<file path="config.mk">
export PLATFORM = sky130hd
export DESIGN_NAME = audio_post
export DESIGN_NICKNAME = d
export VERILOG_FILES = /design/src/verilog/compress_pkg.sv /design/src/verilog/audio_types_pkg.sv /design/src/verilog/audio_post.sv /design/src/verilog/stereo_output.sv /design/src/verilog/compressor_lane.sv /design/src/verilog/audio_mixer.sv
export SDC_FILE = /design/constraint.sdc
export NUM_CORES = 1
export LEC_CHECK = 0
export BUFFER_PORTS_ARGS = -buffer_cell sky130_fd_sc_hd__clkbuf_2
export CORE_ASPECT_RATIO = 1.1
export CORE_UTILIZATION = 48
export CTS_BUF_LIST = sky130_fd_sc_hd__clkbuf_8 sky130_fd_sc_hd__clkbuf_16
export DETAILED_ROUTE_END_ITERATION = 10
export PLACE_DENSITY = 0.65
export SYNTH_ARGS = -nofsm -noshare
export SYNTH_HDL_FRONTEND = slang
export SYNTH_HIERARCHICAL = 1
export SYNTH_SLANG_ARGS = --single-unit
</file>
<file path="constraint.sdc">
create_clock -name clk_sys -period 5.3 [get_ports clk_sys]
set_input_delay 1.06 -clock clk_sys [delete_from_list [all_inputs] [get_ports clk_sys]]
set_output_delay 1.06 -clock clk_sys [all_outputs]
set_load 0.05 [all_outputs]
</file>
<file path="src/verilog/compress_pkg.sv">
// Compression mode encoding and the constants of both soft-knee curves
package compress_pkg;

	////////////////////////////////////////////////////////////
	// Mode
	////////////////////////////////////////////////////////////

	// Code 2'b11 behaves as COMP_HARD, the upper bit picks the curve
	typedef enum logic [1:0] {
		COMP_OFF  = 2'd0, // Level passes through
		COMP_SOFT = 2'd1, // Curve one
		COMP_HARD = 2'd2  // Curve two
	} comp_mode_t;

	////////////////////////////////////////////////////////////
	// Curve one
	////////////////////////////////////////////////////////////

	// Knee sits where the upper segment just reaches full scale
	localparam logic [15:0] KNEE_SOFT  = 16'd14044;
	localparam logic [15:0] GAIN_SOFT  = 16'd2;     // Below the knee
	localparam logic [15:0] SLOPE_SOFT = 16'd4;     // Divisor above the knee
	localparam logic [15:0] BASE_SOFT  = 16'd28088; // KNEE_SOFT * GAIN_SOFT

	////////////////////////////////////////////////////////////
	// Curve two
	////////////////////////////////////////////////////////////

	// Steeper gain, lower knee
	localparam logic [15:0] KNEE_HARD  = 16'd7400;
	localparam logic [15:0] GAIN_HARD  = 16'd4;
	localparam logic [15:0] SLOPE_HARD = 16'd8;
	localparam logic [15:0] BASE_HARD  = 16'd29600; // KNEE_HARD * GAIN_HARD

endpackage

</file>
<file path="src/verilog/audio_types_pkg.sv">
// Audio path types: source sample, widened sum and channel level widths
package audio_types_pkg;

	////////////////////////////////////////////////////////////
	// Channel structure
	////////////////////////////////////////////////////////////

	// One lane per stereo channel, left is lane 0
	localparam int NUM_LANES = 2;

	// Headroom above the 16-bit sources so four terms can be summed
	localparam int SUM_GUARD = 2;

	////////////////////////////////////////////////////////////
	// Sample widths
	////////////////////////////////////////////////////////////

	// Two's-complement source sample (CD, PSG, ADPCM)
	typedef logic signed [15:0] src_sample_t;

	// Sum of all sources, wraps at this width
	typedef logic signed [15+SUM_GUARD:0] mix_sum_t;

	// Channel level, bit 15 is the sign
	typedef logic [15:0] level_t;

endpackage
</file>
<file path="src/verilog/audio_post.sv">
// Audio post-processing top: source mixer, per-channel compressor lanes, stereo output
module audio_post (
	input  logic                         clk_sys,
	input  logic                         reset,
	input  logic                         in_valid,
	output logic                         in_ready,
	input  audio_types_pkg::src_sample_t cdda_l,
	input  audio_types_pkg::src_sample_t cdda_r,
	input  audio_types_pkg::src_sample_t psg_l,
	input  audio_types_pkg::src_sample_t psg_r,
	input  audio_types_pkg::src_sample_t adpcm,
	input  logic                         cd_boost,
	input  compress_pkg::comp_mode_t     comp_mode,
	output logic                         out_valid,
	input  logic                         out_ready,
	output audio_types_pkg::level_t      audio_l,
	output audio_types_pkg::level_t      audio_r
);
	import audio_types_pkg::*;
	import compress_pkg::*;

	logic                 mix_valid;
	comp_mode_t           mix_mode;
	level_t               mix_level [NUM_LANES];  // Index 0 left, 1 right
	logic [NUM_LANES-1:0] lane_in_ready;
	logic [NUM_LANES-1:0] lane_valid;
	level_t               lane_level [NUM_LANES];
	logic                 lane_ready;

	audio_mixer u_mixer (
		.clk_sys       (clk_sys),
		.reset         (reset),
		.in_valid      (in_valid),
		.in_ready      (in_ready),
		.cdda_l        (cdda_l),
		.cdda_r        (cdda_r),
		.psg_l         (psg_l),
		.psg_r         (psg_r),
		.adpcm         (adpcm),
		.cd_boost      (cd_boost),
		.comp_mode     (comp_mode),
		.mix_valid     (mix_valid),
		.mix_level_l   (mix_level[0]),
		.mix_level_r   (mix_level[1]),
		.mix_mode      (mix_mode),
		.lane_in_ready (lane_in_ready)
	);

	////////////////////////////////////////////////////////////
	// One compressor per channel
	////////////////////////////////////////////////////////////

	for (genvar i = 0; i < NUM_LANES; i++) begin : g_lane
		compressor_lane u_lane (
			.clk_sys   (clk_sys),
			.reset     (reset),
			.in_valid  (mix_valid),
			.in_ready  (lane_in_ready[i]),
			.level     (mix_level[i]),
			.mode      (mix_mode),
			.out_valid (lane_valid[i]),
			.out_ready (lane_ready),
			.result    (lane_level[i])
		);
	end

	stereo_output u_output (
		.clk_sys       (clk_sys),
		.reset         (reset),
		.lane_valid    (lane_valid),
		.lane_result_l (lane_level[0]),
		.lane_result_r (lane_level[1]),
		.lane_ready    (lane_ready),
		.out_valid     (out_valid),
		.out_ready     (out_ready),
		.audio_l       (audio_l),
		.audio_r       (audio_r)
	);

endmodule

</file>
<file path="src/verilog/stereo_output.sv">
// Stereo output stage: joins both lane results into one valid/ready sample
module stereo_output (
	input  logic                                 clk_sys,
	input  logic                                 reset,
	input  logic [audio_types_pkg::NUM_LANES-1:0] lane_valid,
	input  audio_types_pkg::level_t              lane_result_l,
	input  audio_types_pkg::level_t              lane_result_r,
	output logic                                 lane_ready,
	output logic                                 out_valid,
	input  logic                                 out_ready,
	output audio_types_pkg::level_t              audio_l,
	output audio_types_pkg::level_t              audio_r
);
	import audio_types_pkg::*;

	logic all_valid;
	logic slot_free;

	assign all_valid  = &lane_valid;
	assign slot_free  = ~out_valid | out_ready; // Empty or draining this edge

	// Only pull from the lanes when a full stereo pair is present
	assign lane_ready = all_valid & slot_free;

	always_ff @(posedge clk_sys) begin
		if (reset) begin
			out_valid <= 1'b0;
			audio_l   <= '0;
			audio_r   <= '0;
		end else begin
			if (slot_free)
				out_valid <= all_valid;
			if (lane_ready) begin
				audio_l <= lane_result_l;
				audio_r <= lane_result_r;
			end
		end
	end

endmodule

</file>
<file path="src/verilog/compressor_lane.sv">
// Compressor lane: soft-knee compression of one channel level, two stages
module compressor_lane (
	input  logic                     clk_sys,
	input  logic                     reset,
	input  logic                     in_valid,
	output logic                     in_ready,
	input  audio_types_pkg::level_t  level,
	input  compress_pkg::comp_mode_t mode,
	output logic                     out_valid,
	input  logic                     out_ready,
	output audio_types_pkg::level_t  result
);
	import audio_types_pkg::*;
	import compress_pkg::*;

	// Linear gain below the knee, flattened slope above it
	function automatic level_t knee_curve(level_t v, level_t knee, level_t gain,
			level_t slope, level_t base);
		if (v < knee)
			return v * gain;
		return (v - knee) / slope + base;
	endfunction

	logic       s1_valid;
	logic       s1_ready;
	logic       s2_ready;
	logic       s1_sign;
	level_t     s1_mag;
	comp_mode_t s1_mode;

	level_t     soft_val;
	level_t     hard_val;
	level_t     curve_val;
	level_t     pass_val;
	level_t     shaped;

	assign s2_ready = ~out_valid | out_ready;
	assign s1_ready = ~s1_valid | s2_ready;
	assign in_ready = s1_ready;

	////////////////////////////////////////////////////////////
	// Stage one, sign and magnitude
	////////////////////////////////////////////////////////////

	always_ff @(posedge clk_sys) begin
		if (reset)
			s1_valid <= 1'b0;
		else if (s1_ready)
			s1_valid <= in_valid;
	end

	always_ff @(posedge clk_sys) begin
		if (in_valid && s1_ready) begin
			s1_sign <= level[15];
			s1_mag  <= level[15] ? -level : level; // 0x8000 keeps its pattern
			s1_mode <= mode;
		end
	end

	////////////////////////////////////////////////////////////
	// Stage two, curve and sign restore
	////////////////////////////////////////////////////////////

	always_comb begin
		soft_val  = knee_curve(s1_mag, KNEE_SOFT, GAIN_SOFT, SLOPE_SOFT, BASE_SOFT);
		hard_val  = knee_curve(s1_mag, KNEE_HARD, GAIN_HARD, SLOPE_HARD, BASE_HARD);
		curve_val = (s1_mode == COMP_SOFT) ? soft_val : hard_val; // Code 3 is hard
		pass_val  = s1_sign ? -s1_mag : s1_mag; // Rebuilds the original level
		if (s1_mode == COMP_OFF)
			shaped = pass_val;
		else
			shaped = s1_sign ? -curve_val : curve_val;
	end

	always_ff @(posedge clk_sys) begin
		if (reset)
			out_valid <= 1'b0;
		else if (s2_ready)
			out_valid <= s1_valid;
	end

	always_ff @(posedge clk_sys) begin
		if (s1_valid && s2_ready)
			result <= shaped;
	end

endmodule

</file>
<file path="src/verilog/audio_mixer.sv">
// Source mixer: sums CD, PSG and ADPCM per channel, then applies the range stretch
module audio_mixer (
	input  logic                                 clk_sys,
	input  logic                                 reset,
	input  logic                                 in_valid,
	output logic                                 in_ready,
	input  audio_types_pkg::src_sample_t         cdda_l,
	input  audio_types_pkg::src_sample_t         cdda_r,
	input  audio_types_pkg::src_sample_t         psg_l,
	input  audio_types_pkg::src_sample_t         psg_r,
	input  audio_types_pkg::src_sample_t         adpcm,
	input  logic                                 cd_boost,
	input  compress_pkg::comp_mode_t             comp_mode,
	output logic                                 mix_valid,
	output audio_types_pkg::level_t              mix_level_l,
	output audio_types_pkg::level_t              mix_level_r,
	output compress_pkg::comp_mode_t             mix_mode,
	input  logic [audio_types_pkg::NUM_LANES-1:0] lane_in_ready
);
	import audio_types_pkg::*;
	import compress_pkg::*;

	// CD term counted twice when boosted, ADPCM is shared by both channels
	function automatic mix_sum_t source_sum(src_sample_t cd, src_sample_t psg,
			src_sample_t voice, logic boost);
		mix_sum_t cd_w;
		mix_sum_t extra;
		cd_w = mix_sum_t'(cd);
		extra = boost ? cd_w : mix_sum_t'(0);
		return cd_w + extra + mix_sum_t'(psg) + mix_sum_t'(voice);
	endfunction

	// 5/4 stretch fills the range when the CD is not doubled
	function automatic level_t range_stretch(mix_sum_t sum, logic boost);
		mix_sum_t stretched;
		stretched = boost ? sum : sum + (sum >>> 2);
		return stretched[$bits(mix_sum_t)-1:SUM_GUARD];
	endfunction

	logic       lanes_ready;
	logic       s1_valid;
	logic       s1_ready;
	logic       s2_ready;
	mix_sum_t   s1_sum_l;
	mix_sum_t   s1_sum_r;
	logic       s1_boost;
	comp_mode_t s1_mode;

	assign lanes_ready = &lane_in_ready; // Lanes move in lockstep
	assign s2_ready    = ~mix_valid | lanes_ready;
	assign s1_ready    = ~s1_valid | s2_ready;
	assign in_ready    = s1_ready;

	////////////////////////////////////////////////////////////
	// Stage one, source sums
	////////////////////////////////////////////////////////////

	always_ff @(posedge clk_sys) begin
		if (reset)
			s1_valid <= 1'b0;
		else if (s1_ready)
			s1_valid <= in_valid;
	end

	always_ff @(posedge clk_sys) begin
		if (in_valid && s1_ready) begin
			s1_sum_l <= source_sum(cdda_l, psg_l, adpcm, cd_boost);
			s1_sum_r <= source_sum(cdda_r, psg_r, adpcm, cd_boost);
			s1_boost <= cd_boost; // Controls travel with the sample
			s1_mode  <= comp_mode;
		end
	end

	////////////////////////////////////////////////////////////
	// Stage two, stretch and reduce to 16 bits
	////////////////////////////////////////////////////////////

	always_ff @(posedge clk_sys) begin
		if (reset)
			mix_valid <= 1'b0;
		else if (s2_ready)
			mix_valid <= s1_valid;
	end

	always_ff @(posedge clk_sys) begin
		if (s1_valid && s2_ready) begin
			mix_level_l <= range_stretch(s1_sum_l, s1_boost);
			mix_level_r <= range_stretch(s1_sum_r, s1_boost);
			mix_mode    <= s1_mode;
		end
	end

endmodule

</file>
==> impl_metrics.yaml <==
timing:
  hold-worst-slack_ns: 0.424
  clock_skew_ns: 0.0153
  worst-slew-pin-transition_ns: 1.08
  finalMaxSlewViolations: 0
  slew_headroom_pct: 27.6
  layout_min_cycle_time_ns: 4.35
  rsz0062_at_grt: "false"
  report.final.hold_viol_count: 0
  final_critical_path_share_of_the_clock_period_pct: 82.0
  final-setup-viol-count: 0
  setup_tns_ns: 0
  timing.fmax_mhz: 230
routing:
  viasPerCell: 5.75
  met1Wirelength_mm: 18.5
  detailedRoute.firstPassIterationCount: 5
  drcViolationCount: 0
  drt-total-wl_mm: 42.1
  routedWlPerCell_um: 16.2
  detailroute.wirelength.met2_mm: 20.6
  wl_met3_mm: 1.92
  drt_iter0_drc: 926
  postRouteAntennaNets: 0
  route.top_layer_used: "met5"
  detailroute.via_count: 14900
synthesis:
  synth-compound-area-share_pct: 21.6
  synth_async_sr_flop_share_pct: 0
  synth_area_per_cell_um2: 8.82
  post_synth_inst_count: 2041
  synth_adder_area_share_pct: 13.3
  synth_fp_nets: 2280
  netlist-cell-type-count: 126
  synth_edf_count: 143
  synth-warning-count: 6
  synth_ff_type: "sky130_fd_sc_hd__edfxtp_1"
  main_combinational_cell_family_by_area_after_synthesis: "compound AO/OA/AOI/OAI gates"
  syn_area_um2: 18000
  synth.yosys.seq_area_share_pct: 28.2
  flops_latches_synth: 182
  synth.mux.area_fraction_pct: 3.45
  post_synth_xor_area_fraction_pct: 7.63
  post_synth_and_or_nand_nor_area_fraction_pct: 18.5
placement:
  hpwlAfterDp_mm: 32.8
  port_buffers: 120
  gp_congestion: 0.954
  numPlacedInstances: 2558
clock_network:
  cts_setup_buffers: 0
  ctsHoldBuffers: 0
  worst_setup_hold_path_clk_slew_ns: 0.08
  ctsHtreeMaxLevel: 4
  clock_latency_ns: 0.44
  cts_made_buffers: 17
  cts.sink_count: 182
  cts_resized: 0
  clock_root_cell: "sky130_fd_sc_hd__clkbuf_16"
  cts_tree: "done"
  clock_path_buffers: 2
setup_path:
  path_class: "reg -> reg"
  critPathMaxFanout: 15
  cp_data_arrival_time_ns: 4.62
  worst_setup_path_end_kind: "flop"
  worstPathRequired_ns: 5.58
  timing.critical_path.from_type: "flop"
power_and_ir_drop:
  p_seq_share_pct: 30.4
  peakVddDrop_uv: 216
  power.share.switching_pct: 41.5
  clock_power_share_pct: 17.3
  power_density_over_cell_area_nw_per_um2: 381
  p_int_w: 0.00431
  p_switching_w: 0.00306
  comb_power_share_pct: 52.2
  power.leakage_nw: 7.70
finish:
  syn2layout_area_growth_pct: 7.34
  num_antenna_cells: 0
  finalNetCount: 2322
  layout_cells_excl_fill: 2590
  layout.filler_cells: 3543
  layout-drive-gt1-share_pct: 12.3
floorplan:
  die_height_um: 205
  die-width_um: 187
  die_area_um2: 38300
  design.core.area_um2: 37000
  rows: 74
  start_util_pct: 48.6
  ioPinCount: 121
job:
  maxCapViolations: 0
min_path:
  timing.hold.worst.class: "reg -> reg"
grt:
  grt_pass1_wl_mm: 69.6
  grt_antenna_before_repair: 1
  maximum_number_of_pins_on_one_net_before_global_route_repair: 72
  via_count_of_the_first_global_routing_pass: 14400
  gr-total-overflow: 0
  global_route.usage.total_pct: 22.0
status:
  outcome: "complete, no violations"
## logic make-up (layout without fill, tap and decap cells)
group	Yosys count	count (layout)
adder cells (fa/ha/maj)	152	152
AO/OA/AOI/OAI	541	541
buffers and inverters	299	354
XOR/XNOR	156	156
multiplexers	59	59
flip-flops	182	182
AND/OR/NAND/NOR	652	652
## worst max-delay path, stage by stage, from the launching register on
cell and delay, ns:
sky130_fd_sc_hd__edfxtp_1 0.71, sky130_fd_sc_hd__inv_1 0.16, sky130_fd_sc_hd__ha_1 0.31, sky130_fd_sc_hd__and4b_1 0.42, sky130_fd_sc_hd__o21ai_0 0.12, sky130_fd_sc_hd__o21ai_0 0.10
sky130_fd_sc_hd__ha_1 0.25, sky130_fd_sc_hd__nand2b_1 0.13, sky130_fd_sc_hd__a2111oi_1 0.07, sky130_fd_sc_hd__a211o_2 0.37, sky130_fd_sc_hd__a21oi_2 0.20, sky130_fd_sc_hd__mux2i_1 0.20
sky130_fd_sc_hd__nand4_1 0.13, sky130_fd_sc_hd__o21ai_1 0.23, sky130_fd_sc_hd__nand4_2 0.16, sky130_fd_sc_hd__or4_1 0.52, sky130_fd_sc_hd__o211ai_1 0.10
## cell usage after synthesis, types with 6 or more instances
cell type | count | share of area, %
sky130_fd_sc_hd__nor2_1 | 124 | 2.6
sky130_fd_sc_hd__nand3b_1 | 7 | 0.29
sky130_fd_sc_hd__o21ai_0 | 113 | 3.1
sky130_fd_sc_hd__nand2b_1 | 77 | 2.7
sky130_fd_sc_hd__xnor2_1 | 113 | 5.5
sky130_fd_sc_hd__a21oi_2 | 6 | 0.29
sky130_fd_sc_hd__buf_1 | 7 | 0.15
sky130_fd_sc_hd__o31ai_1 | 31 | 1.3
sky130_fd_sc_hd__nand2_1 | 200 | 4.2
sky130_fd_sc_hd__buf_4 | 6 | 0.25
sky130_fd_sc_hd__o21a_1 | 13 | 0.54
sky130_fd_sc_hd__o21bai_1 | 11 | 0.46
sky130_fd_sc_hd__a31oi_1 | 36 | 1.3
sky130_fd_sc_hd__dfxtp_1 | 39 | 4.3
sky130_fd_sc_hd__o22ai_1 | 10 | 0.35
sky130_fd_sc_hd__inv_1 | 177 | 3.7
sky130_fd_sc_hd__fa_1 | 66 | 7.3
sky130_fd_sc_hd__a22oi_1 | 7 | 0.29
sky130_fd_sc_hd__nand3_1 | 37 | 1.0
sky130_fd_sc_hd__a41oi_1 | 7 | 0.34
sky130_fd_sc_hd__clkbuf_1 | 56 | 1.2
sky130_fd_sc_hd__nor2b_1 | 16 | 0.56
sky130_fd_sc_hd__edfxtp_1 | 143 | 24
sky130_fd_sc_hd__or2_2 | 11 | 0.38
sky130_fd_sc_hd__buf_6 | 10 | 0.63
sky130_fd_sc_hd__o211ai_1 | 15 | 0.63
sky130_fd_sc_hd__and3_1 | 9 | 0.31
sky130_fd_sc_hd__o41ai_1 | 7 | 0.34
sky130_fd_sc_hd__o31a_1 | 7 | 0.34
sky130_fd_sc_hd__a21o_1 | 25 | 1.0
sky130_fd_sc_hd__a211oi_1 | 33 | 1.4
sky130_fd_sc_hd__nor4_1 | 11 | 0.38
sky130_fd_sc_hd__and2_1 | 17 | 0.59
sky130_fd_sc_hd__a21oi_1 | 108 | 3.0
sky130_fd_sc_hd__nor3_1 | 44 | 1.2
sky130_fd_sc_hd__or3_1 | 25 | 0.87
sky130_fd_sc_hd__buf_2 | 33 | 0.92
sky130_fd_sc_hd__nor3b_1 | 9 | 0.38
sky130_fd_sc_hd__o21ai_1 | 11 | 0.31
sky130_fd_sc_hd__ha_1 | 86 | 6.0
sky130_fd_sc_hd__xor2_1 | 42 | 2.0
sky130_fd_sc_hd__and4_1 | 6 | 0.29
sky130_fd_sc_hd__mux2i_1 | 53 | 2.9
sky130_fd_sc_hd__nand4_1 | 21 | 0.73
## per-stage QoR
step	utilization (%)	total power [W]	cell area [µm²]	setup slack (ns)
after floorplan	-	0.00533	18000	1.20
after global placement	50.6	0.00598	18700	0.892
after detailed placement	50.6	0.00607	18700	0.797
after CTS	52.2	0.00737	19300	1.00
after global routing	52.2	0.00793	19300	0.644
final	52.2	0.00736	19300	0.955
## area by class of cell
| type | instances | area (µm²) | area share (%) |
|---|---|---|---|
| clock buffer | 19 | 464 | 2.40 |
| clock inverter | 13 | 118 | 0.609 |
| tap | 494 | 618 | 3.20 |
| sequential | 182 | 5070 | 26.3 |
| multi-input combinational | 1560 | 11600 | 60.1 |
| timing repair buffer | 141 | 758 | 3.92 |
| inverter | 181 | 679 | 3.52 |
## cell usage in the layout, fill, tap and decap left out, drive strengths merged, types with 9 or more instances in the layout
cell type	Yosys	final
and2	17	17
nand2b	78	78
o21bai	11	11
clkbuf	58	139
ha	86	86
xnor2	113	113
o31ai	38	38
mux2i	53	53
a31oi	39	39
or3	27	27
and3	9	9
nor3b	10	10
xor2	43	43
o21ai	126	126
nand4	23	23
nand3	39	39
nor2	126	126
nand2	201	201
fa	66	66
nor3	48	48
a211oi	35	35
a21oi	114	114
buf	59	21
dfxtp	39	39
o211ai	16	16
nor2b	17	17
o21a	13	13
o22ai	12	12
o41ai	9	9
nor4	11	11
a21o	25	25
edfxtp	143	143
inv	178	185
or2	15	15
## path summary, 6_finish.rpt
path	startpoint	end	slack [ns]	cells past startpoint
worst max-delay path	g_lane[0].u_lane/s1_mag[4]	g_lane[0].u_lane/result[15]	0.95	16
worst min-delay path	u_mixer/s1_mode[0]	u_mixer/mix_mode[0]	0.42	0
worst max register to register	g_lane[0].u_lane/s1_mag[4]	g_lane[0].u_lane/result[15]	0.95	16
worst min register to register	u_mixer/s1_mode[0]	u_mixer/mix_mode[0]	0.42	0
## registers in the layout (all words and copies together), names as in the netlist, 4 cells and up
| signal | count |
|---|---|
| u_output/audio_l | 16 |
| u_output/audio_r | 16 |
| g_lane.u_lane/s1_mode | 4 |
| u_mixer/mix_level_l | 16 |
| g_lane.u_lane/s1_mag | 32 |
| u_mixer/s1_sum_r | 18 |
| g_lane.u_lane/result | 32 |
| u_mixer/mix_level_r | 16 |
| u_mixer/s1_sum_l | 18 |
## metal layers
metal / GRT usage, % / up-vias
met3: 2.54 / 69
met5: 0 / -
met2: 39.9 / 470
met4: 7.67 / 2
met1: 26.9 / 6943
li1: - / 7398
## power by group through the flow
stage	clock network, W	registers [W]	logic (W)
4_1_cts	0.00131	0.00223	0.00383
2_1_floorplan	0	0.00212	0.00321
5_1_grt	0.00136	0.00227	0.00430
3_5_place_dp	0	0.00227	0.00381
3_3_place_gp	0	0.00226	0.00371
6_report	0.00128	0.00224	0.00385
Note: power is estimated with default switching activity, not from simulation.
